<file path="src/logic/udp_echo_frame_pkg.sv">
`default_nettype none

// sizes of the UDP payload path between the MAC and the echo logic
package udp_echo_frame_pkg;

    // matches the MAC's udp_rx_len field
    localparam int LEN_W = 16;

    // MAC receive buffer is 2 KB, byte addressed
    localparam int ADDR_W = 11;

    // longest payload the echo path accepts
    localparam int MAX_PAYLOAD = 1024;

endpackage : udp_echo_frame_pkg

`default_nettype wire

</file>
<file path="src/logic/activity_led.sv">
`timescale 1ns/1ps
`default_nettype none

module activity_led #(
    parameter int LED_HOLD = 64
) (
    input  wire                                  sys_clk,
    input  wire                                  rst,
    input  wire                                  echo_done,
    input  wire  [udp_echo_frame_pkg::LEN_W-1:0] echo_len,
    output logic [3:0]                           led,
    output logic                                 lec
);

    localparam int HOLD_W = $clog2(LED_HOLD + 1);

    logic [HOLD_W-1:0] hold_cnt;

    // lit for exactly LED_HOLD cycles after each echo
    assign lec = (hold_cnt != '0);

    always_ff @(posedge sys_clk or posedge rst) begin
        if (rst) begin
            led      <= 4'h0;
            hold_cnt <= '0;
        end else if (echo_done) begin
            led      <= echo_len[3:0];
            hold_cnt <= HOLD_W'(LED_HOLD);
        end else if (hold_cnt != '0) begin
            hold_cnt <= hold_cnt - 1'b1;
        end
    end

endmodule : activity_led

`default_nettype wire

</file>
<file path="config.mk">
export PLATFORM = sky130hd
export DESIGN_NAME = activity_led
export DESIGN_NICKNAME = d
export VERILOG_FILES = /design/src/logic/udp_echo_frame_pkg.sv /design/src/logic/activity_led.sv
export SDC_FILE = /design/constraint.sdc
export NUM_CORES = 1
export LEC_CHECK = 0
export ABC_AREA = 1
export CORE_AREA = 2 2 39 41
export DETAILED_ROUTE_END_ITERATION = 10
export DIE_AREA = 0 0 41 43
export DONT_BUFFER_PORTS = 1
export GPL_ROUTABILITY_DRIVEN = 0
export SLEW_MARGIN = 40
export SYNTH_ARGS = -nofsm -noshare
export SYNTH_HDL_FRONTEND = slang
export SYNTH_SLANG_ARGS = --single-unit
export TNS_END_PERCENT = 100
</file>
<file path="constraint.sdc">
create_clock -name sys_clk -period 1.5 [get_ports sys_clk]
set_input_delay 0.375 -clock sys_clk [delete_from_list [all_inputs] [get_ports sys_clk]]
set_output_delay 0.375 -clock sys_clk [all_outputs]
set_load 0.02 [all_outputs]
</file>
## Yosys cells after proc, flatten, opt, wreduce, memory -nomap -nowiden

Index checks and enable logic that the tools add are counted.

| cells by class | value |
|---|---|
| add/sub/neg operators | 1 |
| multipliers | 0 |
| div/mod/pow operators | 0 |
| $lt $le $gt $ge | 0 |
| eq/ne operators | 0 |
| shift-type cells | 0 |
| muxes and demuxes | 2 |
| bitwise gates (word level) | 0 |
| reductions and logical operators | 2 |

Operators with widths:

| operator | count |
|---|---|
| 7-bit two-way mux | 2 |
| 7-bit nonzero test | 1 |
| 7-bit by 1-bit subtractor with 7-bit output (second input constant) | 1 |
| 2-bit nonzero test | 1 |

| word-level totals | value |
|---|---|
| register bits | 11 |
| bits in latches | 0 |
| RAM bits | 0 |
| memory bits (read-only) | 0 |
| bits of input ports | 19 |
| output and inout port bits | 5 |
| word-level logic and storage cells | 7 |
| memories | 0 |

## Depth between registers and ports, before layout

| logic depth | value |
|---|---|
| depth after elaboration | 3 |
| mapped depth | 7 |
| mapped depth without buffers | 7 |

## Least setup slack after synthesis

Ideal clock, no wire load.

| path | value |
|---|---|
| path type | reg-to-output |
| start | register hold_cnt[0] |
| end | output port lec |
| arrival | 1.027 ns |
| required time | 1.125 ns |
| slack | 0.098 ns |
| stages on the path, launching flop included | 6 |
| buffers on the path | 0 |
| path through | dfrtp_1 -> inv_1 -> ha_1 -> inv_2 -> nor2_4 -> nand3_2 |

| on the way | value |
|---|---|
| longest elaborated chain between the ends | 1 |

RTL lines:

| element | line | source |
|---|---|---|
| from (decl) | activity_led.sv:17 | `logic [HOLD_W-1:0] hold_cnt;` |
| from (signal assigned) | activity_led.sv:28 | `hold_cnt <= HOLD_W'(LED_HOLD);` |
| from (signal assigned) | activity_led.sv:30 | `hold_cnt <= hold_cnt - 1'b1;` |
| 7-bit nonzero test | activity_led.sv:20 | `assign lec = (hold_cnt != '0);` |
| to (decl) | activity_led.sv:12 | `output logic lec` |

Every way passes these cells.

## Final worst setup path

| path | value |
|---|---|
| start | register hold_cnt[1] |
| end | output port lec |

The elaborated chain is that of the path after synthesis.

==> summary.md <==
| Metric | Value |
|---|---|
| Layout cells sized above 1 | 29.1% |
| Mapped Cells | 69 |
| Worst-path fanout max | 4 |
| Clock-pin slew on the worst setup and hold paths | 70 ps |
| Slew margin rel. | 71.3% |
| Row cnt | 14 |
| Leakage | 0.353 nW |
| Wire length per cell | 11.1 um |
| Synth cell types | 17 |
| Switch share | 38.4% |
| Clk_lat worst skew | 260 ps |
| Area delta synth->final | 20.4% |
| Req. time, crit path | 1120 ps |
| 1st-pass router iterations | 4 |
| Peak VDD IR | 0.669 mV |
| Hold Vio Cnt, Final | 0 |
| Mapped Area | 571 um^2 |
| Status | finished, violations left |
| Initial antenna violation count | 0 |
| Worst hold start | echo_done |
| Clock Sinks | 11 |
| # IOs | 24 |
| Fin crit period | 1570 ps |
| Root Driver | clkbuf_4 |
| GRT Overall Usage | 15.7% |
| Post-synthesis area per instance | 8.27 um^2 |
| WHS | 220 ps |
| Hold crit path type | in2reg |
| Initial Util | 41.2% |
| Buffer and inverter count on the worst path | 2 |
| Final global-route overflow total | 0 |
| Starting DRC count in detailed routing | 7 |
| Synthesized Nets | 89 |
| Most numerous cell on the critical path | inv_2 |
| Ant diodes | 0 |
| Slew @ Worst Pin | 431 ps |
| Final Instance Count excl. Fillers | 95 |
| Worst path slowest cell | dfrtp_1 |
| CP cell instances | inv_2 -> ha_4 -> inv_2 -> nor2_4 -> nand3_4 |
| Top delay family on crit path | flip-flops |
| Final Power | 1.02 mW |
| Clock Tree Buf Depth | 2 |
| Vias in the first global route | 413 |
| Hpwl dp | 792 um |
| Fmax | 638 MHz |
| Failing checks | setup timing |
| Crit Path Class | reg2out |
| Nets | 100 |
| Detailed-route via count | 450 |
| Slew Viols, Final | 0 |
| PD cells | 1490 nW/um^2 |
| Die area | 1760 um^2 |
| First-pass GRT wire length | 1.79 mm |
| Max_cap viols | 0 |
| Number of buffers created by CTS | 3 |
| CTS tree | built |
| Clock share of power | 19.6% |
| Final setup vio count | 1 |
| Sequential share of power | 43.2% |
| Int Power | 629 uW |
| Yosys warns | 0 |
| Crit-path max cell delay | 400 ps |
| Residual DRC count | 0 |
| Total negative slack | -66.6 ps |
| Seq/Total Area, Yosys | 48.2% |
| Via/cell ratio | 4.74 |
| Reg2reg start | hold_cnt[1] |
| Crit path DAT | 1190 ps |
| Largest net degree at the start of global routing | 12 |
| Placed cells | 87 |
| RSZ-0062 raised after global routing | true |
| Routed Antenna Nets | 0 |
| Final period util | 104% |
| Critical Path End Type | output pin |
| NetSw | 392 uW |
| Die X | 41 um |
| CP Launch Point | hold_cnt[1] |
| Setup Skew | 1.94 ps |
| Yosys reg bits | 11 |
| Port Buffers | 0 |
| H-tree depth | 1 |
| FILL cells | 139 |
| Setup ws final | -66.6 ps |
| Crit path launch type | flip-flop |
| Core ar. | 1380 um^2 |
| Final wirelength | 1.05 mm |
| Logic pwr share | 37.2% |
| Die span in y | 43 um |
-- cells in the final DEF (no fill, tap or decap), types with 2 or more instances in the layout --
cell       n
dfrtp_1   11
nor2_2     2
nand3_1    6
inv_2      3
inv_1      8
nor2_1     4
o21ai_1    2
buf_4      6
nor2_4     3
nand2_1   21
nand4_1    2
clkbuf_4   3
-- worst paths after layout --
| path | endpoint | slack [ps] | depth (start not counted) |
|---|---|---|---|
| max in group asynchronous | hold_cnt[3] | 650 | 2 |
| min | led[3] | 220 | 2 |
| max reg2reg | hold_cnt[2] | 170 | 7 |
| min in group asynchronous | hold_cnt[6] | 550 | 2 |
| max | lec | -70 | 5 |
| min reg2reg | hold_cnt[6] | 540 | 2 |
-- synthesized netlist by cell type --
cell type,instances,share of area [%]
a21oi_2,1,1.5
nand2_1,21,14
dfrtp_1,11,48
or2_2,1,1.1
inv_2,1,0.66
nor2_2,2,2.2
ha_1,1,2.2
nand3_2,1,1.8
o21ai_1,2,1.8
inv_1,10,6.6
nand3_1,6,5.3
nand2_2,1,1.1
nor2_4,3,5.9
buf_2,1,0.88
nand4_1,2,2.2
nand4_2,1,2.2
nor2_1,4,2.6
-- registers in the layout, indices dropped and copies added, names as in the netlist --
signal,count
hold_cnt,7
led,4
-- logic make-up after synthesis --
| logic type | synth area share (%) |
|---|---|
| AND/OR/NAND/NOR | 38.2 |
| buffers and inverters | 8.11 |
| flip-flops | 48.2 |
| AO/OA/AOI/OAI | 3.29 |
| adder cells (fa/ha/maj) | 2.19 |
-- power by group through the flow --
stage / logic [mW] / clock network (mW) / registers [mW]
2_1_floorplan: 0.262 / 0 / 0.434
3_3_place_gp: 0.314 / 0 / 0.444
3_5_place_dp: 0.321 / 0 / 0.447
4_1_cts: 0.352 / 0.211 / 0.439
5_1_grt: 0.435 / 0.222 / 0.451
6_report: 0.380 / 0.200 / 0.442
-- metrics by stage --
stage                     utilization [%]  worst slack (ps)  area, um^2
after floorplan                         -              97.9         571
after global placement               43.9               165         608
after detailed placement             43.9               149         608
after CTS                            47.8             -95.6         662
after global routing                 49.6              -129         687
final                                49.6             -66.6         687
-- per-layer routing --
metal / vias to the layer above / track usage, % / share of wire (%)
met5: - / 0 / 0
met3: 2 / 2.09 / 4.4
met2: 11 / 23.1 / 49
li1: 236 / - / -
met1: 201 / 20.6 / 45
met4: 0 / 10.0 / 0.85
-- layout make-up --
class	instances	area [um^2]	share of cell area [%]
flip-flops and latches	11	275	40.1
multi-input cells	46	269	39.2
repair buffers	7	55.1	8.01
inverters	11	41.3	6.01
clock buffers	4	26.3	3.83
well taps	16	20.0	2.91
-- timing repair --
item,4_1_cts,5_1_grt
cloned,0,0
pin swaps,0,2
buffers inserted,1,2
resized for setup,2,3
endpoints found under the hold margin,11,0
hold buffers,1,0
setup endpoints to repair,1,1
Note: power is estimated with default switching activity, not from simulation.
