**src/logic/udp_echo_frame_pkg.sv**
```systemverilog
`default_nettype none

// sizes of the UDP payload path between the MAC and the echo logic
package udp_echo_frame_pkg;

    // matches the MAC's udp_rx_len field
    localparam int LEN_W = 16;

    // MAC receive buffer is 2 KB, byte addressed
    localparam int ADDR_W = 11;

    // longest payload the echo path accepts
    localparam int MAX_PAYLOAD = 1024;

endpackage : udp_echo_frame_pkg

`default_nettype wire

```
**src/logic/byte_counter.sv**
```systemverilog
`timescale 1ns/1ps
`default_nettype none

module byte_counter (
    input  wire                                  sys_clk,
    input  wire                                  rst,
    input  wire                                  count_load,
    input  wire  [udp_echo_frame_pkg::LEN_W-1:0] count_len,
    input  wire                                  step,
    output logic [udp_echo_frame_pkg::ADDR_W-1:0] index,
    output logic                                 count_last,
    output logic                                 count_done
);

    // bytes still to move
    logic [udp_echo_frame_pkg::LEN_W-1:0] remaining;

    assign count_last = (remaining == udp_echo_frame_pkg::LEN_W'(1));
    assign count_done = step && count_last;

    always_ff @(posedge sys_clk or posedge rst) begin
        if (rst) begin
            remaining <= '0;
            index     <= '0;
        end else if (count_load) begin
            remaining <= count_len;
            index     <= '0;
        end else if (step) begin
            remaining <= remaining - 1'b1;
            index     <= index + 1'b1;
        end
    end

    // loader and sender must stop stepping once the count has run out
    a_no_step_when_empty: assert property (
        @(posedge sys_clk) disable iff (rst) step |-> (remaining != '0)
    );

endmodule : byte_counter

`default_nettype wire

```
**config.mk**
```make
export PLATFORM = sky130hd
export DESIGN_NAME = byte_counter
export DESIGN_NICKNAME = d
export VERILOG_FILES = /design/src/logic/udp_echo_frame_pkg.sv /design/src/logic/byte_counter.sv
export SDC_FILE = /design/constraint.sdc
export NUM_CORES = 1
export LEC_CHECK = 0
export BUFFER_PORTS_ARGS = -buffer_cell sky130_fd_sc_hd__buf_2
export CORE_ASPECT_RATIO = 1.5
export CORE_MARGIN = 1.5
export CORE_UTILIZATION = 54
export DETAILED_ROUTE_END_ITERATION = 10
export PLACE_DENSITY = 0.83
export RECOVER_POWER = 50
export SLEW_MARGIN = 15
export SYNTH_ARGS = -nofsm -noshare
export SYNTH_HDL_FRONTEND = slang
export SYNTH_SLANG_ARGS = --single-unit
```
**constraint.sdc**
```tcl
create_clock -name sys_clk -period 2.64 [get_ports sys_clk]
set_input_delay 0.528 -clock sys_clk [delete_from_list [all_inputs] [get_ports sys_clk]]
set_output_delay 0.528 -clock sys_clk [all_outputs]
set_load 0.01 [all_outputs]
```
# == Word-level counts from Yosys, hierarchy flattened ==
# Index checks and enable logic that the tools add are counted.
# op_classes
n_div,0
shifts,0
mux,4
addsub,2
reduce_logical,2
n_mul,0
magnitude_cmp,0
n_eq_ne,1
n_bitwise,0
# ops
cell,count
$mux 16,2
$mux 11,2
$eq 16x1->1 const B,1
$sub 16x1->16 const B,1
$add 11x1->11 const B,1
$reduce_bool 2->1,1
$logic_and 1x1->1,1
# totals
rom_bits,0
elab_cells,11
n_memories,0
ff_bits,27
ramBits,0
output_inout_bits,13
latchBits,0

# == Longest topological paths before layout ==
# depth
word_depth,3
ltp_mapped,6

# == Least setup slack after synthesis ==
# Ideal clock, no wire load.
# synth_timing
path_type,register to output
start,reg remaining[3] (netlist bit)
end,out count_done
path_slack_ps,294
path_buffers,3
t_arrival_ps,1818
stages_incl_launch_ff,7
cell_sequence,dfrtp_1 -> buf_6 -> or4_1 -> buf_2 -> buf_4 -> nor4_4 -> and2_1
# synth_between
elab_chain_len,2
# synth_rtl
item,line_no,text
start: declaration,byte_counter.sv:16,logic [udp_echo_frame_pkg::LEN_W-1:0] remaining;
start signal: assignment,byte_counter.sv:26,remaining <= count_len;
start signal: assignment,byte_counter.sv:29,remaining <= remaining - 1'b1;
$eq 16x1->1,byte_counter.sv:18,assign count_last = (remaining == udp_echo_frame_pkg::LEN_W'(1));
via count_last,byte_counter.sv:11,"output logic count_last,"
$logic_and 1x1->1,byte_counter.sv:19,assign count_done = step && count_last;
end: declaration,byte_counter.sv:12,output logic count_done
# The timed path passes the listed nets, and every way through them passes these cells.

# == Worst setup path after layout ==
# layout_timing
start,reg remaining[3] (netlist bit)
end,out count_done
# layout_between
elab_chain_len,2
# layout_rtl
item,line_no
$eq 16x1->1,byte_counter.sv:18
$logic_and 1x1->1,byte_counter.sv:19
# No other way between the ends.

==> impl_results.md <==
- Status: finished clean
- R2r endpoint: remaining[14]
- Clk_lat worst skew: around 0.27 ns
- Synth Area in Simple Gates: 0.271
- DRC Markers: 0
- Die height: 69.3 µm
- 1st-pass router iterations: 4
- Post-synth EDFFs: 0
- Seq/Total Area, Yosys: 0.427
- Highest Clock Rate: between 400 and 500 MHz
- Vias: 1451
- Most used DFF post-synth: dfrtp_1
- Main combinational cell family by area after synthesis: simple AND/OR/NAND/NOR gates
- CP peak stage delay: ~0.63 ns
- Synthesized instance count: 168
- RSZ-0062 raised after global routing: false
- Post-synth net total: 191
- R2R setup slack: 0.54 ns
- Synth Area in Compound Gates: 0.178
- DP Cell Count: 231
- Clk_skew: 0.00381 ns
- Synthesis-stage register bit count: 27
- Min-delay worst type: in -> reg
- CTS tree: done
- Worst hold path endpoint: remaining[2]
- Post-synthesis cell area: 1580 µm²
- Critical path type: reg -> out
- Ratio of cells with drive above 1 in the final layout: 0.230
- Worst-case reg-to-reg path depth: 4
- Largest net degree at the start of global routing: 28
- TritonCTS buffer count: 3
- Antenna cells: 0
- Vias in the first global route: roughly 1400
- Final WL: 3660 µm
- DP Area: between 1500 and 2000 µm²
- Ys Warns: 0
- Hold Crit Depth: 3
- Max cap viols: 0
- Worst slew margin: 0.0162
- Die X: 47.2 µm
- Post-synthesis mux area share: 0.0206
- Vias per cell: 6.12
- Wirelength per Cell: 15.4 µm
- Core Area: 2730 µm²
- Pins Over Slew Limit: 0
- Hold Startpoint: count_len[2]
- Iter 0 DRT Violations: 17
- Final ANT Viol Nets: 0
- Root Buffer Master: clkbuf_8
- Grt ovf: 0
- Setup TNS: 0 ns
- Final Power: 0.000867 W
- Crit path max fanout: 8
- Tcrit/Tclk final: 0.946
- Hold Vio Cnt, Final: 0
- Clock transition at path regs: 0.09 ns
- Final Cell Area: 1830 µm²
- Netlist cell types: 40
- Arrival time at the worst endpoint: between 1.5 and 2 ns
- I/O Pins: 33
- Critical Path End Type: output port
- Fin crit period: 2.50 ns
- Post-Layout Cell Count: between 200 and 250
- H-tree Lvls: 1
- Num Clock Sinks: 27
- All-Layer GR Usage: 0.239
- Synth Area in XOR/XNOR: 0.0332
- Final net count: 224
- Clk buf depth: 2
- Syn avg cell area: between 9 and 10 µm²
- I/O Buffers: 32
- Post-layout util: 0.668
- Initial antenna violation count: 0
- FFs w/ async S/R, synth: 1.00
- CP max stage cell: or4_1
- Worst-margin pin slew: 1.48 ns
- Initial Util: 0.578
- Max IR drop VDD: 0.384 mV
- Pwr per Cell Area: 475 nW/µm²
- Full die area: 3270 µm²
- Final-report setup violation count: 0
- Adder-cell share of the synthesized area: 0.0237
- Post-DP HPWL: 2640 µm
- Synth top area cells: dfrtp_1 43%, nor2_1 4.3%, or4_1 4.3%, nand2_1 3.1%, o311ai_0 2.8%
- CP startpoint kind: register
- Layout area overhead: 15.4%
- Gp weighted congestion: 0.888
- Rows: 23
- Post-synth top area share: 0.427
- First-pass GRT wire length: slightly below 6000 µm
- Worst EP required: 2.11 ns
- Leak: 0.782 nW
- Critical R2R Launch: remaining[3]
- Synth area leader: dfrtp_1
- CP Cell Sequence: or4_1 > nor4_4 > and2_1 > buf_2
==> stage by stage <==
step	worst slack [ns]	hold WS, ns
floorplan	0.294	0.529
global placement	0.388	0.542
detailed placement	0.335	0.565
CTS	0.00880	0.305
global route	0.0371	0.468
finish	0.142	0.459
==> registers in the layout, summed over array words and instances (netlist names) <==
register,count
index,11
remaining,16
==> logic make-up (layout without fill, tap and decap cells) <==
family	Yosys count	count (layout)
flops	27	27
buf+inv	16	48
fa+ha+maj	3	3
xor+xnor	6	6
mux	3	3
compound gates	39	39
simple gates	74	74
==> placed cells by master, fill, tap and decap left out, types with 4 or more instances in the layout <==
cell type,n
o31ai_1,5
o21ai_0,8
clkbuf_1,5
o311ai_0,5
nor2b_1,4
nor2_1,18
a31oi_1,6
or3_1,6
nor4_1,6
buf_2,31
or4_1,8
inv_1,4
dfrtp_1,27
nand4_1,4
a21oi_1,5
nand2_1,13
buf_4,4
==> timing repair <==
| action | in CTS | in global routing |
|---|---|---|
| resized for setup | 0 | 3 |
| hold buffers | 0 | 0 |
| setup buffers | 0 | 2 |
| endpoints found under the setup margin | 0 | 1 |
==> layout make-up <==
class	instances	area, µm²
repair buffers	39	200
fillers	231	908
multi-input cells	125	840
flip-flops and latches	27	676
clock buffers	4	45.0
inverters	5	18.8
well taps	37	46.3
==> synthesized netlist by cell type, drive strengths merged, types with 3 or more instances <==
master,number
or3,6
a31oi,6
clkbuf,6
nand2,13
nor4,7
a221o,3
buf,5
inv,5
xor2,3
nor2,18
ha,3
or4,9
nand4,4
o21ai,8
dfrtp,27
o41a,3
xnor2,3
o31ai,5
o311ai,5
nor2b,4
a21oi,5
==> power breakdown <==
part	switching, W	internal, W	total (W)
logic	0.0000829	0.0000683	0.000151
registers	0.0000371	0.000442	0.000479
clock network	0.000128	0.000108	0.000237
total	0.000248	0.000619	0.000867
==> critical path: cells and delay by family, from the launching register on <==
kind | cells | cell delay (ns)
flops | 1 | 0.45
buf+inv | 1 | 0.12
simple gates | 3 | 1.13
==> layer usage <==
metal / share of wire / global-route usage / wire (µm) / vias to the layer above
met5: 0 / 0 / 0 / -
met4: 0.026 / 0.114 / 95 / 0
met3: 0.035 / 0.0443 / 129 / 10
met2: 0.53 / 0.385 / 1920 / 44
met1: 0.41 / 0.292 / 1510 / 695
li1: - / - / - / 702
==> how the worst max path moves through the flow <==
stage	startpoint	end	slack [ns]	cells after the start
2_1_floorplan	remaining[3]	count_done	0.29	6
3_3_place_gp	remaining[7]	count_done	0.39	4
3_5_place_dp	remaining[7]	count_done	0.34	4
4_1_cts	remaining[7]	count_done	0.009	4
5_1_grt	remaining[3]	count_done	0.04	4
6_report	remaining[3]	count_done	0.14	4
Note: power is estimated with default switching activity, not from simulation.
