$ cat config.mk
export PLATFORM = sky130hd
export DESIGN_NAME = payload_sender
export DESIGN_NICKNAME = d
export VERILOG_FILES = /design/src/logic/udp_echo_ctrl_pkg.sv /design/src/logic/payload_sender.sv
export SDC_FILE = /design/constraint.sdc
export NUM_CORES = 1
export LEC_CHECK = 0
export ABC_CLOCK_PERIOD_IN_PS = 1500
export BUFFER_PORTS_ARGS = -buffer_cell sky130_fd_sc_hd__buf_4
export CAP_MARGIN = 20
export CELL_PAD_IN_SITES_DETAIL_PLACEMENT = 1
export CELL_PAD_IN_SITES_GLOBAL_PLACEMENT = 1
export CORE_AREA = 8 8 45 47
export DETAILED_ROUTE_END_ITERATION = 8
export DIE_AREA = 0 0 53 55
export PLACE_DENSITY_LB_ADDON = 0.05
export REMOVE_ABC_BUFFERS = 1
export SLEW_MARGIN = 15
export SYNTH_ARGS = -nofsm -noshare
export SYNTH_HDL_FRONTEND = slang
export SYNTH_SLANG_ARGS = --single-unit
$ cat constraint.sdc
create_clock -name sys_clk -period 1.5 [get_ports sys_clk]
set_input_delay 0.225 -clock sys_clk [delete_from_list [all_inputs] [get_ports sys_clk]]
set_output_delay 0.225 -clock sys_clk [all_outputs]
set_load 0.05 [all_outputs]
$ cat src/logic/udp_echo_ctrl_pkg.sv
`default_nettype none

// phase of one echo, from receive to end of transmit
package udp_echo_ctrl_pkg;

    // idle: wait for fs_udp_rx
    // load: copy the MAC receive buffer into the FIFO
    // hold: fs_udp_tx up, wait for the MAC's request
    // send: stream the FIFO onto udp_txd
    typedef enum logic [1:0] {
        ph_idle = 2'd0,
        ph_load = 2'd1,
        ph_hold = 2'd2,
        ph_send = 2'd3
    } echo_phase_t;

endpackage : udp_echo_ctrl_pkg

`default_nettype wire

$ cat src/logic/payload_sender.sv
`timescale 1ns/1ps
`default_nettype none

module payload_sender (
    input  wire                                  sys_clk,
    input  wire                                  rst,
    input  wire  udp_echo_ctrl_pkg::echo_phase_t phase,
    input  wire                                  count_done,
    input  wire  [7:0]                           rd_data,
    output logic                                 step,
    output logic                                 rd_en,
    output logic                                 udp_txen,
    output logic [7:0]                           udp_txd
);

    logic in_send;
    // low for the first send cycle, the prep cycle
    logic started;
    logic finished;

    assign in_send = (phase == udp_echo_ctrl_pkg::ph_send);
    assign rd_en   = in_send && started && !finished;
    assign step    = rd_en;

    // FIFO read data arrives with the registered valid, bus idles at zero
    assign udp_txd = udp_txen ? rd_data : 8'h00;

    always_ff @(posedge sys_clk or posedge rst) begin
        if (rst) begin
            started  <= 1'b0;
            finished <= 1'b0;
            udp_txen <= 1'b0;
        end else begin
            udp_txen <= rd_en;
            if (!in_send) begin
                started  <= 1'b0;
                finished <= 1'b0;
            end else begin
                started <= 1'b1;
                if (count_done) begin
                    finished <= 1'b1;
                end
            end
        end
    end

endmodule : payload_sender

`default_nettype wire

After elaboration in Yosys (flattened, before gate mapping). Index checks and enable logic that the tools add are counted.

Bits of input ports: 13. Word-level logic and storage cells: 12. Output and inout bits: 11. Register bits: 3.

Reductions and logical operators: 3. Equality and inequality tests: 2. Multiplexer cells: 4.

Operators by type and width (number): 2-to-1 mux 8 bit (1); 2-to-1 mux 1 bit (3); equality test 2 bit, second input constant (1); logical AND 1 bit (2); inequality test 2 bit, second input constant (1); zero test 1 bit (1).

Logic depth before layout (Yosys ltp).
Depth in word-level cells: 3. Mapped depth: 2.

Worst setup path before layout. OpenSTA, ideal clock, no wires.

Path type: flip-flop to output port. Start: reg finished. End: out step. Setup slack: 0.044 ns. Stages on the path, launching flop included: 3. Data required time: 1.275 ns. Arrival time: 1.231 ns. Path through: dfrtp_1 -> and4b_1 -> buf_4.

Word-level cells in the longest chain between the ends: 2.

RTL lines: start: declaration (RTL line payload_sender.sv:19) `logic finished;`; start signal: assignment (RTL line payload_sender.sv:31) `finished <= 1'b0;`; start signal: assignment (RTL line payload_sender.sv:37) `finished <= 1'b0;`; start signal: assignment (RTL line payload_sender.sv:41) `finished <= 1'b1;`; zero test 1 bit (RTL line payload_sender.sv:22) `assign rd_en = in_send && started && !finished;`; logical AND 1 bit (RTL line payload_sender.sv:22); end: declaration (RTL line payload_sender.sv:10) `output logic step,`.

Every way passes these cells.

Final worst setup path.
Start: reg finished. End: out rd_en.

Word-level cells in the longest chain between the ends: 2.

RTL lines: zero test 1 bit (RTL line payload_sender.sv:22); logical AND 1 bit (RTL line payload_sender.sv:22); end: declaration (RTL line payload_sender.sv:11) `output logic rd_en,`.

Every way passes these cells.

==> flow_summary.yaml <==
routing:
  vias_per_cell: 3.593
  first_pass_iters: 1
  drc: 0
  first_iter_violations: 0
  drt_wl_total_um: 766
  ant_nets: 0
  vias: 212
  routedWlPerCell_um: 12.98
final_layout:
  antennaDiodeCount: 0
  drive_gt1_share_pct: 60.47
  syn2layout_area_growth_pct: 136.2
  final_common_cell: "buf_4"
  instances_no_fill: 59
  fin_area_um2: 384.1
  finalNetCount: 57
  final_cell_mix: "buf_4 (23), and2_1 (9), clkbuf_4 (3), dfrtp_1 (3)"
power:
  intPower_uw: 215.9
  combPwrFrac_pct: 21.3
  p_switching_uw: 72.41
  static-leakage-power_nw: 0.2258
  p_per_area_nw_per_um2: 750.5
  seq_power_share_pct: 30.1
  ir_worst_vdd_mv: 0.2976
  switching_share_pct: 25.12
  total_power_uw: 288.3
  clockPowerShare_pct: 48.7
global_routing:
  grt_antenna_before_repair: 0
  grt.total_usage_pct: 5.796
  grt_pass1_vias: 252
  grt_pass1_wl_mm: 1.166
  grt_start_max_net_pins: 10
  grt_overflow: 0
clock_tree:
  cts_resized: 0
  cts_buffers: 3
  clk_pin_slew_ps: 40
  insertion_delay_ps: 230
  cts-root-buf: "clkbuf_4"
  cts_tree: "built"
  clockBufferDepth: 2
  cts_htree_levels: 1
  cts.sinks: 3
setup_path:
  startpoint_type: "flop"
  reg2reg_slack_ps: 760
  worstPathRequired_ps: 1270
  cp_max_fo: 3
  crit_path_cell_trace: "and4b_1 -> buf_4"
  arrival_ps: 1110
  cpPeakStageDelay_ps: 370
  crit_type: "reg -> out"
  r2r-end: "udp_txen$_DFF_PP0_"
  critPathCaptureType: "output pin"
  reg2regPathDepth: 1
  crit_slowest_cell: "dfrtp_1"
  cp_top_family: "flip-flops"
  reg2reg_from: "finished$_DFFE_PP0P_"
  worst-path-buf-inv: 1
synthesis:
  yosysUniqueCellTypes: 6
  netlist_area_um2: 162.7
  synth_top_family_by_area: "simple AND/OR/NAND/NOR gates"
  synthXorXnorAreaFrac_pct: 0
  synth_top_area_cell: "dfrtp_1"
  syn_avg_cell_area_um2: 10.17
  synthAdderAreaFrac_pct: 0
  yosys-top-cells-area: "dfrtp_1 (46%), and2_1 (35%), and4b_1 (6.2%), o211a_1 (6.2%), buf_4 (4.6%)"
  ys_seq_elements: 3
  yosysTopAreaCellShare_pct: 46.15
  synth.yosys.seq_area_share_pct: 46.15
  muxShareOfSynthArea_pct: 0
  synth_compound_area_share_pct: 6.154
  yosysWarnings: 0
  synth-simple-area-share_pct: 40.77
  synthCells: 16
placement:
  pre_cts_slack_ps: 390.5
  routabilityCongestion: 0.6120
  post-place-cells: 54
  io_buffers: 23
  placed_area_um2: 347.8
timing:
  fin_crit_ps: 1338
  rsz0062_at_grt: "no"
  setup_violations: 0
  slew_violations: 0
  finalClockSkew_ps: 4.208
  setup_ws_ps: 161.5
  worst_pin_slew_ps: 199.5
  totalNegativeSetupSlack_ps: 0
  finalCritPeriodShare_pct: 89.23
  timing.fmax_ghz: 0.7471
  hold_viol: 0
  relSlewSlack_pct: 86.70
floorplanning:
  die_h_um: 55
  die_area_um2: 2915
  die_w_um: 53
  io_pins: 24
  initial_core_util_pct: 11.75
  num_rows: 14
  coreArea_um2: 1384
hold_path:
  hold_path.startpoint: "phase[1]"
  hold-path-cell-count: 2
  hold_class: "in -> reg"
  min_delay_worst_endpoint: "started$_DFF_PP0_"
job:
  drv_cap: 0
status:
  status: "finished clean"
-- power groups by stage --
stage | Sequential, mW | Combinational (mW) | Clock (mW)
after floorplan | 0.0894 | 0.0237 | 0
after global placement | 0.0878 | 0.0591 | 0
after detailed placement | 0.0880 | 0.0605 | 0
after CTS | 0.0870 | 0.0627 | 0.149
after global routing | 0.0874 | 0.0652 | 0.157
final | 0.0867 | 0.0613 | 0.140
-- logic make-up (layout without fill, tap and decap cells) --
logic type             count (synthesis)  count (layout)
AOI/OAI and AO/OA                      1               1
and+or+nand+nor                       10              10
DFF                                    3               3
buffers and inverters                  2              29
-- metrics by stage --
step | hold slack [ps] | utilization (%)
4_1_cts | 213.9 | 27.76
2_1_floorplan | -21.36 | -
3_3_place_gp | 112.3 | 25.14
6_report | 223.1 | 27.76
3_5_place_dp | 117.6 | 25.14
5_1_grt | 211.7 | 27.76
-- registers in the layout, indices dropped and copies added (netlist names) --
| signal | count |
|---|---|
| finished | 1 |
| started | 1 |
| udp_txen | 1 |
-- worst max path at each step --
stage	cells after the start	slack, ps	startpoint	endpoint
6_report	2	160	finished$_DFFE_PP0P_	rd_en
4_1_cts	2	130	finished$_DFFE_PP0P_	rd_en
3_5_place_dp	2	390	finished$_DFFE_PP0P_	rd_en
3_3_place_gp	2	440	finished$_DFFE_PP0P_	rd_en
5_1_grt	2	90	finished$_DFFE_PP0P_	rd_en
2_1_floorplan	1	30	finished$_DFFE_PP0P_	rd_en
-- layout make-up --
class | count | area (µm²)
clock buffers | 4 | 26.28
fillers | 175 | 999.7
inverters | 1 | 3.754
multi-input cells | 11 | 76.32
flip-flops and latches | 3 | 75.07
well taps | 16 | 20.02
repair buffers | 24 | 182.7
-- metal layers --
| layer | GRT usage, % | vias to the layer above | wire length (µm) |
|---|---|---|---|
| met5 | 0 | - | 0 |
| met4 | 5.172 | 0 | 0 |
| met3 | 2.139 | 0 | 66 |
| met2 | 10.16 | 13 | 428 |
| met1 | 5.175 | 95 | 271 |
| li1 | - | 104 | - |
-- synthesized netlist by cell type (all sizes together) --
cell	instances
dfrtp	3
buf	1
and4b	1
inv	1
and2	9
o211a	1
-- repair_timing --
| item | CTS | global route |
|---|---|---|
| hold endpoints to repair | 3 | 0 |
| setup buffers | 0 | 0 |
| hold buffers | 1 | 0 |
Power figures use the tool's default switching activity.
