<file path="config.mk">
export PLATFORM = sky130hd
export DESIGN_NAME = payload_loader
export DESIGN_NICKNAME = d
export VERILOG_FILES = /design/src/logic/udp_echo_frame_pkg.sv /design/src/logic/udp_echo_ctrl_pkg.sv /design/src/logic/payload_loader.sv
export SDC_FILE = /design/constraint.sdc
export NUM_CORES = 1
export LEC_CHECK = 0
export ABC_AREA = 0
export BUFFER_PORTS_ARGS = -buffer_cell sky130_fd_sc_hd__buf_2
export CORE_AREA = 3 3 40 42
export DETAILED_ROUTE_END_ITERATION = 12
export DIE_AREA = 0 0 43 45
export GPL_TIMING_DRIVEN = 0
export SETUP_SLACK_MARGIN = 0.2
export SYNTH_ARGS = -nofsm -noshare
export SYNTH_HDL_FRONTEND = slang
export SYNTH_SLANG_ARGS = --single-unit
</file>
<file path="constraint.sdc">
create_clock -name sys_clk -period 1 [get_ports sys_clk]
set_input_delay 0.1 -clock sys_clk [delete_from_list [all_inputs] [get_ports sys_clk]]
set_output_delay 0.1 -clock sys_clk [all_outputs]
set_load 0.05 [all_outputs]
</file>
<file path="src/logic/udp_echo_frame_pkg.sv">
`default_nettype none

// sizes of the UDP payload path between the MAC and the echo logic
package udp_echo_frame_pkg;

    // matches the MAC's udp_rx_len field
    localparam int LEN_W = 16;

    // MAC receive buffer is 2 KB, byte addressed
    localparam int ADDR_W = 11;

    // longest payload the echo path accepts
    localparam int MAX_PAYLOAD = 1024;

endpackage : udp_echo_frame_pkg

`default_nettype wire

</file>
<file path="src/logic/udp_echo_ctrl_pkg.sv">
`default_nettype none

// phase of one echo, from receive to end of transmit
package udp_echo_ctrl_pkg;

    // idle: wait for fs_udp_rx
    // load: copy the MAC receive buffer into the FIFO
    // hold: fs_udp_tx up, wait for the MAC's request
    // send: stream the FIFO onto udp_txd
    typedef enum logic [1:0] {
        ph_idle = 2'd0,
        ph_load = 2'd1,
        ph_hold = 2'd2,
        ph_send = 2'd3
    } echo_phase_t;

endpackage : udp_echo_ctrl_pkg

`default_nettype wire

</file>
<file path="src/logic/payload_loader.sv">
`timescale 1ns/1ps
`default_nettype none

module payload_loader (
    input  wire                                   sys_clk,
    input  wire                                   rst,
    input  wire  udp_echo_ctrl_pkg::echo_phase_t  phase,
    input  wire  [udp_echo_frame_pkg::ADDR_W-1:0] index,
    input  wire                                   count_done,
    input  wire  [7:0]                            udp_rxd,
    output logic                                  step,
    output logic [udp_echo_frame_pkg::ADDR_W-1:0] udp_rx_addr,
    output logic                                  wr_en,
    output logic [7:0]                            wr_data,
    output logic                                  load_done
);

    logic in_load;
    // all addresses issued, only the last byte still returning
    logic stop_q;

    assign in_load     = (phase == udp_echo_ctrl_pkg::ph_load);
    assign step        = in_load && !stop_q;
    assign udp_rx_addr = index;
    // buffer data lines up with the delayed step
    assign wr_data     = udp_rxd;

    always_ff @(posedge sys_clk or posedge rst) begin
        if (rst) begin
            stop_q    <= 1'b0;
            wr_en     <= 1'b0;
            load_done <= 1'b0;
        end else begin
            wr_en     <= step;
            load_done <= in_load && count_done;
            if (!in_load) begin
                stop_q <= 1'b0;
            end else if (count_done) begin
                stop_q <= 1'b1;
            end
        end
    end

endmodule : payload_loader

`default_nettype wire

</file>
* Word-level counts from Yosys, hierarchy flattened
Index checks and enable logic that the tools add are counted.
Widths: inputs -> output; s select.
** Operators by class
- Magnitude comparators :: 0
- Reductions and logical operators :: 3
- Divide/modulo/power cells :: 0
- Eq/ne operators :: 2
- Bitwise logic cells :: 0
- Multiplexer cells :: 2
- Add/sub/neg operators :: 0
- Shift-type cells :: 0
- Multiply operators :: 0
** Operator list (count)
- $eq 2x1->1 const B :: 1
- $logic_and 1x1->1 :: 2
- $mux 1 :: 2
- $ne 2x2->1 const B :: 1
- $logic_not 1->1 :: 1
** Storage, ports and cells
- Bits in registers :: 3
- Bits in writable memories :: 0
- Latch bits :: 0
- Bits in read-only memories :: 0
- Output and inout bits :: 22
- Memories :: 0

* Depth between registers and ports, before layout
- Word-level depth :: 2
- Gate-level depth with buffers :: 2
- Gate-level depth less buffers :: 2

* Worst setup path before layout
No wires, ideal clock.
- Path type :: register to register
- Start point :: register stop_q
- End point :: register wr_en
- Arrival :: 1.044 ns
- Slack :: -0.247 ns
- Stages on the path, launching flop included :: 2
- Clock period less this slack :: 1.247 ns
- Required time :: 0.797 ns
- Path through :: dfrtp_1 -> nor2_1
** On the way
- Word-level cells in the longest chain between the ends :: 2
** Ends and longest elaborated chain
- start: declaration :: line payload_loader.sv:20 : logic stop_q;
- start signal: assignment :: line payload_loader.sv:30 : stop_q <= 1'b0;
- start signal: assignment :: line payload_loader.sv:37 : stop_q <= 1'b0;
- start signal: assignment :: line payload_loader.sv:39 : stop_q <= 1'b1;
- $logic_not 1->1 :: line payload_loader.sv:23 : assign step = in_load && !stop_q;
- $logic_and 1x1->1 :: line payload_loader.sv:23
- via step :: line payload_loader.sv:11 : output logic step,
- end signal: assignment :: line payload_loader.sv:34 : wr_en <= step;
- end: declaration :: line payload_loader.sv:13 : output logic wr_en,
The timed path passes the listed nets, and every way through them passes these cells.
A chain may end at the register's enable or synchronous reset.

* Worst setup path after layout
- Start point :: register stop_q
- End point :: output step
** On the way
- Word-level cells in the longest chain between the ends :: 2
** Ends and longest elaborated chain (line)
- $logic_not 1->1 :: payload_loader.sv:23
- $logic_and 1x1->1 :: payload_loader.sv:23
- end: declaration :: payload_loader.sv:11
Every way passes these cells.

==> results.sh <==
export IMPL_outcome="complete, no violations"
export IMPL_netlist_cell_type_count=6
export IMPL_drc=0
export IMPL_postRouteWirelength_um=574
export IMPL_maxSlewViolCount=0
export IMPL_grt_usage_pct=5.67
export IMPL_nets=85
export IMPL_ys_ff_latch=3
export IMPL_comb_power_share_pct=46.9
export IMPL_fillCellCount=136
export IMPL_crit_path_end_kind="output pin"
export IMPL_synth_most_common_cell="buf_4"
export IMPL_swShare_pct=41.3
export IMPL_skew_ns=0.0000274
export IMPL_cts_root_buf="clkbuf_4"
export IMPL_grt_max_degree=4
export IMPL_vias=252
export IMPL_cp_slowest_cell="dfrtp_1"
export IMPL_relSlewSlack_pct=83.4
export IMPL_antenna_found_initial=0
export IMPL_cts_tree="yes"
export IMPL_finalCritPeriodShare_pct=99.8
export IMPL_internal_power_uw=379
export IMPL_synthArstFlopShare_pct=100
export IMPL_antenna_cells=0
export IMPL_initial_core_util_pct=20.0
export IMPL_yosysWarnings=0
export IMPL_first_pass_iters=1
export IMPL_max_stage_delay_ns=0.40
export IMPL_clock_latency_ns=0.23
export IMPL_num_io_pins=46
export IMPL_chipHeight_um=45
export IMPL_preCtsSetupSlack_ns=0.149
export IMPL_post_cts_buffers=0
export IMPL_maxCapViolCount=0
export IMPL_antenna_left=0
export IMPL_max_freq_ghz=1.00
export IMPL_fp_row_count=13
export IMPL_tightestPinTransition_ns=0.250
export IMPL_fp_coreArea_mm2=0.00128
export IMPL_crit_chain="nor2_4 > buf_8"
export IMPL_syn_nets=53
export IMPL_clk_path_buf_depth=2
export IMPL_yosys_top_cells_area="buf_4, dfrtp_1, nand2b_4"
export IMPL_crit_start="stop_q"
export IMPL_timing_rr_start="stop_q"
export IMPL_vdd_drop_max_uv=438
export IMPL_areaGrowthSynthToFinish_pct=83.9
export IMPL_numPortBuffers=26
export IMPL_critPathKind="flop to output pin"
export IMPL_p_per_area_mw_per_mm2=1370
export IMPL_grt_pass1_vias=226
export IMPL_timing_rr_end="stop_q"
export IMPL_timing_hold_ws_ns=0.0984
export IMPL_startpoint_type="flop"
export IMPL_p_sw_uw=266
export IMPL_via_per_inst=3.36
export IMPL_cts_sinks=3
export IMPL_p_clk_share_pct=32.7
export IMPL_wire_per_inst_um=7.65
export IMPL_rsz0062_at_grt="true"
export IMPL_fin_crit_ns=0.998
export IMPL_htreeDepth=1
export IMPL_worstPathRequired_ns=0.90
export IMPL_drive_gt1_share_pct=85.0
export IMPL_synthFlopType="dfrtp_1"
export IMPL_synthTopCellsByCount="buf_4, dfrtp_1, nor2_1"
export IMPL_die_area_mm2=0.00194
export IMPL_die_w_um=43
export IMPL_seqPwrFrac_pct=20.4
export IMPL_finalWorstSetupSlack_ns=0.00152
export IMPL_synth_edf_count=0
export IMPL_avgSynthCellArea_um2=8.84
export IMPL_hold_viol_final=0
export IMPL_cts_made_buffers=3
export IMPL_drtIter0Drc=0
export IMPL_synth_top_area_share_pct=55.6
export IMPL_arrival_ns=0.90
export IMPL_seq_area_frac_synth_pct=29.3
export IMPL_timing_critical_path_to="step"
export IMPL_grt_pass1_wl_um=759
export IMPL_report_final_setup_viol=0
export IMPL_grt_overflow=0
export IMPL_reg2regPathDepth=2
export IMPL_reg2reg_slack_ns=0.30
export IMPL_synthCells=29
export IMPL_p_leak_nw=0.288
export IMPL_crit_fanout=2
export IMPL_hp_class="primary input to flop"
export IMPL_clk_pin_slew_worst_paths_ns=0.04
export IMPL_yosysTopAreaCell="buf_4"
export IMPL_synth_cell_area_um2=256
export IMPL_gp_congestion=0.591
critical path: cells and delay by family (launching register included):
kind / cells / cell delay [ns]
DFF: 1 / 0.40
buffers and inverters: 1 / 0.15
and+or+nand+nor: 1 / 0.11
registers in the layout (all words and copies together) (netlist names):
| register | count |
|---|---|
| wr_en | 1 |
| stop_q | 1 |
| load_done | 1 |
repair_timing:
action                     CTS  global route
resized for setup            6             1
hold buffers                 1             0
setup endpoints to repair    3             3
hold endpoints to repair     3             0
how the worst min path moves through the flow:
stage	start	to	slack [ns]	cells after the start
final	count_done	load_done	0.1	3
after global routing	count_done	load_done	0.12	3
after CTS	count_done	load_done	0.09	3
after detailed placement	rst	wr_en	-0.03	2
after global placement	rst	load_done	-0.04	2
after floorplan	rst	load_done	-0.15	1
area by class of cell:
| class | count | area (um^2) | share of cell area (%) |
|---|---|---|---|
| Buffer | 19 | 143 | 30.2 |
| Clock buffer | 4 | 26.3 | 5.57 |
| Inverter | 2 | 7.51 | 1.59 |
| Multi-Input combinational cell | 5 | 38.8 | 8.22 |
| Sequential cell | 3 | 75.1 | 15.9 |
| Tap cell | 15 | 18.8 | 3.98 |
| Timing Repair Buffer | 27 | 163 | 34.5 |
kinds of logic after synthesis:
| logic type | after synthesis | synth area share [%] |
|---|---|---|
| buffers and inverters | 21 | 58.5 |
| flip-flops | 3 | 29.3 |
| AND/OR/NAND/NOR | 5 | 12.2 |
placed cells by master, fill, tap and decap left out:
| master | synthesis | routed |
|---|---|---|
| buf_8 | 0 | 1 |
| inv_1 | 2 | 2 |
| buf_4 | 19 | 19 |
| nor2_4 | 0 | 1 |
| nor2_1 | 3 | 2 |
| nand2b_4 | 1 | 1 |
| dfrtp_1 | 3 | 3 |
| clkbuf_1 | 0 | 1 |
| clkbuf_4 | 0 | 3 |
| dlygate4sd3_1 | 0 | 1 |
| nor2_2 | 1 | 1 |
| buf_2 | 0 | 23 |
| buf_6 | 0 | 2 |
power groups by stage:
stage	Sequential [mW]	Combinational (mW)	Clock, mW
4_1_cts	0.132	0.303	0.222
6_report	0.131	0.302	0.211
3_3_place_gp	0.132	0.289	0
2_1_floorplan	0.146	0.228	0
3_5_place_dp	0.132	0.291	0
5_1_grt	0.132	0.317	0.222
through the flow:
step / utilization (%) / cells / TNS, ns / total power, mW / instance area [um^2]
detailed placement: 32.1 / 70 / 0 / 0.423 / 413
global placement: 32.1 / 70 / 0 / 0.421 / 413
global route: 36.7 / 75 / -0.0355 / 0.671 / 472
floorplan: - / 29 / 0 / 0.374 / 264
finish: 36.7 / 75 / 0 / 0.645 / 472
CTS: 36.4 / 75 / -0.0116 / 0.656 / 468
per-layer routing:
layer / vias to the layer above / share of wire [%] / GRT usage (%)
met5: - / 0 / 0
met4: 0 / 1.9 / 9.04
met3: 2 / 16 / 1.20
met2: 26 / 50 / 6.89
met1: 96 / 32 / 6.52
li1: 128 / - / -
Note: power is estimated with default switching activity, not from simulation.
