==> config.mk <==
export PLATFORM = sky130hd
export DESIGN_NAME = echo_ctrl
export DESIGN_NICKNAME = d
export VERILOG_FILES = /design/src/logic/udp_echo_frame_pkg.sv /design/src/logic/udp_echo_ctrl_pkg.sv /design/src/logic/echo_ctrl.sv
export SDC_FILE = /design/constraint.sdc
export NUM_CORES = 1
export LEC_CHECK = 0
export ABC_AREA = 1
export BUFFER_PORTS_ARGS = -buffer_cell sky130_fd_sc_hd__buf_4
export CORE_ASPECT_RATIO = 2
export CORE_MARGIN = 4
export CORE_UTILIZATION = 40
export CTS_CLUSTER_DIAMETER = 30
export DETAILED_ROUTE_END_ITERATION = 12
export PLACE_DENSITY = 0.79
export SLEW_MARGIN = 25
export SYNTH_ARGS = -nofsm -noshare
export SYNTH_HDL_FRONTEND = slang
export SYNTH_SLANG_ARGS = --single-unit
==> constraint.sdc <==
create_clock -name sys_clk -period 1.65 [get_ports sys_clk]
set_input_delay 0.0825 -clock sys_clk [delete_from_list [all_inputs] [get_ports sys_clk]]
set_output_delay 0.0825 -clock sys_clk [all_outputs]
set_load 0.02 [all_outputs]
==> src/logic/udp_echo_frame_pkg.sv <==
`default_nettype none

// sizes of the UDP payload path between the MAC and the echo logic
package udp_echo_frame_pkg;

    // matches the MAC's udp_rx_len field
    localparam int LEN_W = 16;

    // MAC receive buffer is 2 KB, byte addressed
    localparam int ADDR_W = 11;

    // longest payload the echo path accepts
    localparam int MAX_PAYLOAD = 1024;

endpackage : udp_echo_frame_pkg

`default_nettype wire

==> src/logic/udp_echo_ctrl_pkg.sv <==
`default_nettype none

// phase of one echo, from receive to end of transmit
package udp_echo_ctrl_pkg;

    // idle: wait for fs_udp_rx
    // load: copy the MAC receive buffer into the FIFO
    // hold: fs_udp_tx up, wait for the MAC's request
    // send: stream the FIFO onto udp_txd
    typedef enum logic [1:0] {
        ph_idle = 2'd0,
        ph_load = 2'd1,
        ph_hold = 2'd2,
        ph_send = 2'd3
    } echo_phase_t;

endpackage : udp_echo_ctrl_pkg

`default_nettype wire

==> src/logic/echo_ctrl.sv <==
`timescale 1ns/1ps
`default_nettype none

module echo_ctrl (
    input  wire                                   sys_clk,
    input  wire                                   rst,
    input  wire                                   fs_udp_rx,
    input  wire  [udp_echo_frame_pkg::LEN_W-1:0]  udp_rx_len,
    input  wire                                   flag_udp_tx_req,
    input  wire                                   fd_udp_tx,
    input  wire                                   count_done,
    input  wire                                   load_done,
    output udp_echo_ctrl_pkg::echo_phase_t        phase,
    output logic                                  count_load,
    output logic [udp_echo_frame_pkg::LEN_W-1:0]  count_len,
    output logic                                  fd_udp_rx,
    output logic                                  fs_udp_tx,
    output logic                                  flag_udp_tx_prep,
    output logic                                  len_err,
    output logic                                  echo_done,
    output logic [udp_echo_frame_pkg::LEN_W-1:0]  echo_len
);

    logic len_ok;
    logic rx_start;
    logic tx_grant;
    logic tx_sent;
    // the MAC may report fd_udp_tx as early as the last byte
    logic fd_seen;
    logic tx_finish;

    assign len_ok = (udp_rx_len != '0) &&
                    (udp_rx_len <= udp_echo_frame_pkg::LEN_W'(udp_echo_frame_pkg::MAX_PAYLOAD));
    assign rx_start  = (phase == udp_echo_ctrl_pkg::ph_idle) && fs_udp_rx;
    assign tx_grant  = (phase == udp_echo_ctrl_pkg::ph_hold) && flag_udp_tx_req;
    assign tx_finish = (phase == udp_echo_ctrl_pkg::ph_send) &&
                       (tx_sent || count_done) && (fd_seen || fd_udp_tx);

    // counter loads once per direction: fresh length on receive, latched one on send
    assign count_load = (rx_start && len_ok) || tx_grant;
    assign count_len  = tx_grant ? echo_len : udp_rx_len;

    always_ff @(posedge sys_clk or posedge rst) begin
        if (rst) begin
            phase            <= udp_echo_ctrl_pkg::ph_idle;
            echo_len         <= '0;
            fd_udp_rx        <= 1'b0;
            fs_udp_tx        <= 1'b0;
            flag_udp_tx_prep <= 1'b0;
            len_err          <= 1'b0;
            echo_done        <= 1'b0;
            tx_sent          <= 1'b0;
            fd_seen          <= 1'b0;
        end else begin
            // single-cycle strobes
            fd_udp_rx        <= 1'b0;
            flag_udp_tx_prep <= 1'b0;
            len_err          <= 1'b0;
            echo_done        <= 1'b0;
            case (phase)
                udp_echo_ctrl_pkg::ph_idle: begin
                    if (rx_start && len_ok) begin
                        echo_len <= udp_rx_len;
                        phase    <= udp_echo_ctrl_pkg::ph_load;
                    end else if (rx_start) begin
                        // bad length, acknowledge and drop
                        fd_udp_rx <= 1'b1;
                        len_err   <= 1'b1;
                    end
                end
                udp_echo_ctrl_pkg::ph_load: begin
                    if (load_done) begin
                        fd_udp_rx <= 1'b1;
                        fs_udp_tx <= 1'b1;
                        phase     <= udp_echo_ctrl_pkg::ph_hold;
                    end
                end
                udp_echo_ctrl_pkg::ph_hold: begin
                    if (tx_grant) begin
                        flag_udp_tx_prep <= 1'b1;
                        tx_sent          <= 1'b0;
                        fd_seen          <= 1'b0;
                        phase            <= udp_echo_ctrl_pkg::ph_send;
                    end
                end
                default: begin
                    if (count_done) begin
                        tx_sent <= 1'b1;
                    end
                    if (fd_udp_tx) begin
                        fd_seen <= 1'b1;
                    end
                    if (tx_finish) begin
                        fs_udp_tx <= 1'b0;
                        echo_done <= 1'b1;
                        phase     <= udp_echo_ctrl_pkg::ph_idle;
                    end
                end
            endcase
        end
    end

    // fs_udp_tx only spans hold and send
    a_tx_level_phase: assert property (
        @(posedge sys_clk) disable iff (rst)
        (phase == udp_echo_ctrl_pkg::ph_idle || phase == udp_echo_ctrl_pkg::ph_load)
            |-> !fs_udp_tx
    );

endmodule : echo_ctrl

`default_nettype wire

; Yosys cells after proc, flatten, opt, wreduce, memory -nomap -nowiden
; Cells that the tools add are included.
[word_totals]
ff_bits = 25
input_bits = 23
output_inout_bits = 40
elab_cells = 64
[op_classes]
order_cmp = 1
n_eq_ne = 6
mux = 23
n_bitwise = 2
n_reduce_logical = 23
[ops]
columns = operator, n
row1 = $le A16 B11 Y1 const B, 1
row2 = $mux W16, 1
row3 = $reduce_bool A16 Y1, 1
row4 = $mux W1, 13
row5 = $reduce_and A3 Y1, 3
row6 = $mux W2, 4
row7 = $pmux W1 S2, 4
row8 = $logic_and A1 B1 Y1, 6
row9 = $pmux W2 S3, 1
row10 = $reduce_bool A2 Y1, 3
row11 = $eq A2 B2 Y1 const B, 2
row12 = $ne A2 B2 Y1 const B, 2
row13 = $reduce_and A4 Y1, 1
row14 = $reduce_bool A4 Y1, 1
row15 = $reduce_or A2 Y1, 2
row16 = $logic_or A1 B1 Y1, 3
row17 = $reduce_or A3 Y1, 1
row18 = $eq A2 B1 Y1 const B, 1
row19 = $logic_not A2 Y1, 1
row20 = $ne A2 B1 Y1 const B, 1
row21 = $not A1 Y1, 2
row22 = $reduce_and A2 Y1, 1

; Logic depth before layout (Yosys ltp)
[depth]
word_depth = 5
mapped_depth = 11
depth_no_buf = 11

; Worst setup path after synthesis
; OpenSTA, ideal clock, no wires.
[synth_timing]
path_kind = register -> output
startpoint = reg phase[0]
endpoint = out count_len[10] (netlist name)
t_arrival_ps = 1754
required_ps = 1567
path_slack_ps = -187
stages_incl_launch_ff = 6
n_path_buf = 0
path_cell_list = dfrtp_1 > inv_1 > ha_1 > nand2_1 > clkinv_1 > o21ai_0
[synth_between]
elab_chain_cells = 3
[synth_lines]
columns = item, line
row1 = start: declaration, echo_ctrl.sv:13  ; output udp_echo_ctrl_pkg::echo_phase_t phase,
row2 = start signal: assignment, echo_ctrl.sv:45  ; phase <= udp_echo_ctrl_pkg::ph_idle;
row3 = start signal: assignment, echo_ctrl.sv:64  ; phase <= udp_echo_ctrl_pkg::ph_load;
row4 = start signal: assignment, echo_ctrl.sv:75  ; phase <= udp_echo_ctrl_pkg::ph_hold;
row5 = $eq A2 B2 Y1, echo_ctrl.sv:35  ; assign tx_grant = (phase == udp_echo_ctrl_pkg::ph_hold) && flag_udp_tx_req;
row6 = $logic_and A1 B1 Y1, echo_ctrl.sv:35
row7 = $mux W16, echo_ctrl.sv:41  ; assign count_len = tx_grant ? echo_len : udp_rx_len;
row8 = end: declaration, echo_ctrl.sv:15  ; output logic [udp_echo_frame_pkg::LEN_W-1:0] count_len,
; Every way passes these cells.

; Worst setup path after layout
[layout_timing]
startpoint = reg phase[0]
endpoint = out count_len[8] (netlist name)
; The elaborated chain is that of the path after synthesis.

==> impl_metrics.py <==
metrics = {
    "status": {
        "status": "complete, no violations",
    },
    "worst_setup_path": {
        "path_max_fanout": 9,
        "start_kind": "flop",
        "cp.required_ns": 1.57,
        "crit_arrival_ns": 1.49,
        "path_class": "flop to output port",
        "cp-end-kind": "output port",
    },
    "logic_synthesis": {
        "synthArstFlopShare": 1.000,
        "synth_edf_count": 0,
        "yosys_warnings": 0,
        "synth_common_cells": "nand2_1, dfrtp_1, inv_1, nor2_1, o21ai_0",
        "syn_avg_cell_area_um2": 7.707,
        "ys_top_cells_by_area": "dfrtp_1, nand2_1, inv_1",
        "ys_seq_elements": 25,
        "synth.distinct_cells": 20,
        "ys.flop_type": "dfrtp_1",
        "syn-num-nets": 210,
        "synth_top_area_share": 0.4460,
        "yosysMostFrequentCell": "nand2_1",
        "synth_cells": 182,
        "yosysTopAreaCell": "dfrtp_1",
        "seq_area_frac_synth": 0.4460,
        "syn_area_um2": 1403,
    },
    "cells_and_area": {
        "antenna_cells": 0,
        "n_fill_cell": 317,
        "area_growth_pct": 43.80,
        "final_nets": 282,
        "multi_input_area_um2": 654.4,
        "final_cell_area_um2": 2017,
        "final_cells": 285,
        "drive_gt1_frac": 0.3834,
        "regArea_um2": 626.9,
        "final_core_util": 0.5970,
    },
    "detailed_routing": {
        "drt-pass1-iter-count": 2,
        "routed_wl_um": 3437,
        "vias_per_cell": 4.751,
        "vias": 1354,
        "dr.first_iter.drc_count": 7,
        "antenna_left": 0,
        "wire_per_inst_um": 12.06,
        "drc_errors": 0,
    },
    "placement": {
        "io_buffers": 62,
        "dpl.hpwl_um": 2781,
        "dp_cells": 278,
        "placed_cell_area_um2": 1916,
        "place_congestion": 0.8422,
    },
    "die": {
        "core_area_um2": 3378,
        "die_h_um": 91.74,
        "die_w_um": 49.87,
        "core.rowCount": 30,
        "io-pin-count": 63,
        "dieArea_um2": 4575,
        "start_util": 0.4152,
    },
    "pwr": {
        "p_per_area_nw_per_um2": 1389,
        "ir_drop_mv": 0.8633,
        "leakage_nw": 1.138,
    },
    "sta": {
        "post-route-period-util": 0.9539,
        "hold_viol": 0,
        "timing.hold.ws_ns": 0.02974,
        "period_needed_ns": 1.574,
        "fin_worst_skew_ns": 0.001829,
        "worst_pin_slew_ns": 0.3602,
        "setup_viol": 0,
        "drv_slew": 0,
        "max_freq_mhz": 635.4,
        "slew-limit-headroom": 0.7599,
    },
    "global_route": {
        "grt_first_pass_wirelength_um": 5761,
        "grt_overflow": 0,
        "grt_max_degree": 26,
        "antenna_found_initial": 0,
        "grt_pass1_vias": 1351,
        "grt.total_usage": 0.1598,
    },
    "clocking": {
        "insertion_delay_ns": 0.27,
        "cts_max_level": 1,
        "clkSinkCount": 25,
        "clk_pin_slew_worst_paths_ns": 0.08,
        "numCtsBuffers": 3,
        "cts_tree": "built",
        "cts.path.max_buffers": 2,
        "ctsRootBufferMaster": "clkbuf_8",
    },
    "hold_path": {
        "hold_class": "input port to flop",
    },
    "flow_run": {
        "drv_cap": 0,
    },
}
==> final cells by class <==
type | instances | area share
multi-input combinational | 126 | 0.3244
sequential | 25 | 0.3108
timing repair buffer | 71 | 0.2692
inverter | 27 | 0.05335
clock buffer | 4 | 0.02233
tap | 32 | 0.01985
==> registers in the layout, indices dropped and copies added, names as in the netlist <==
name,cells
echo_done,1
echo_len,16
fd_seen,1
fd_udp_rx,1
flag_udp_tx_prep,1
fs_udp_tx,1
len_err,1
phase,2
tx_sent,1
==> where the power goes <==
group          leakage [nW]  switching [W]  internal (W)
Sequential            0.295      0.0000974      0.000777
Clock                0.0228       0.000188      0.000173
Combinational         0.820       0.000905      0.000661
Total                  1.14        0.00119       0.00161
==> through the flow <==
stage	setup WS, ns	setup TNS [ns]	power (W)
after detailed placement	0.1621	0	0.002409
after global routing	-0.001147	-0.001147	0.003006
after global placement	0.1509	0	0.002391
final	0.07610	0	0.002801
after floorplan	-0.04385	-0.2631	0.001768
after CTS	0.001932	0	0.002803
==> logic make-up after synthesis <==
logic type,synth area share
adder cells (fa/ha/maj),0.04460
buffers and inverters,0.1017
flip-flops,0.4460
AND/OR/NAND/NOR,0.2774
AO/OA/AOI/OAI,0.1302
==> path summary, 6_finish.rpt <==
| check | start | end | slack (ns) | cells after the start |
|---|---|---|---|---|
| min in group asynchronous | rst | echo_len[3] | 0.42 | 4 |
| worst max-delay path | phase[0] | count_len[8] | 0.08 | 6 |
| worst min-delay path | udp_rx_len[5] | echo_len[5] | 0.03 | 3 |
| worst max register to register | phase[1] | phase[1] | 0.20 | 7 |
| worst min register to register | echo_len[15] | echo_len[15] | 0.51 | 2 |
| max in group asynchronous | rst | phase[0] | 0.97 | 4 |
==> critical path: stages, from the launching register on <==
cell and delay [ns]:
dfrtp_2 0.43, inv_2 0.09, ha_4 0.16, nand2_4 0.08, buf_4 0.17, o21ai_1 0.13, buf_4 0.16
==> routing by layer <==
layer / share of wire / wire length (um) / GRT usage / up-vias
met2: 0.58 / 1989 / 0.3108 / 31
met1: 0.37 / 1264 / 0.1601 / 617
met5: 0 / 0 / 0 / -
met4: 0.017 / 57 / 0.06928 / 0
met3: 0.036 / 124 / 0.02114 / 4
li1: - / - / - / 702
==> layout by cell type (no fill, tap or decap), types with 3 or more instances in the layout <==
master / count
dfrtp_1: 24
o21ai_1: 8
buf_4: 69
o21ai_2: 10
nand2_2: 4
clkbuf_8: 3
o21ai_0: 5
nor2_1: 17
nor2_2: 3
nand3_1: 4
ha_1: 4
inv_1: 24
nand2_1: 60
a21oi_1: 3
nor3_1: 3
==> what timing repair did <==
action | 4_1_cts | 5_1_grt
endpoints found under the hold margin | 25 | 0
pin swaps | 0 | 1
hold buffers | 1 | 0
resized for setup | 6 | 5
endpoints found under the setup margin | 16 | 21
setup buffers | 0 | 2
No activity file was read; power rests on OpenSTA's default activity.
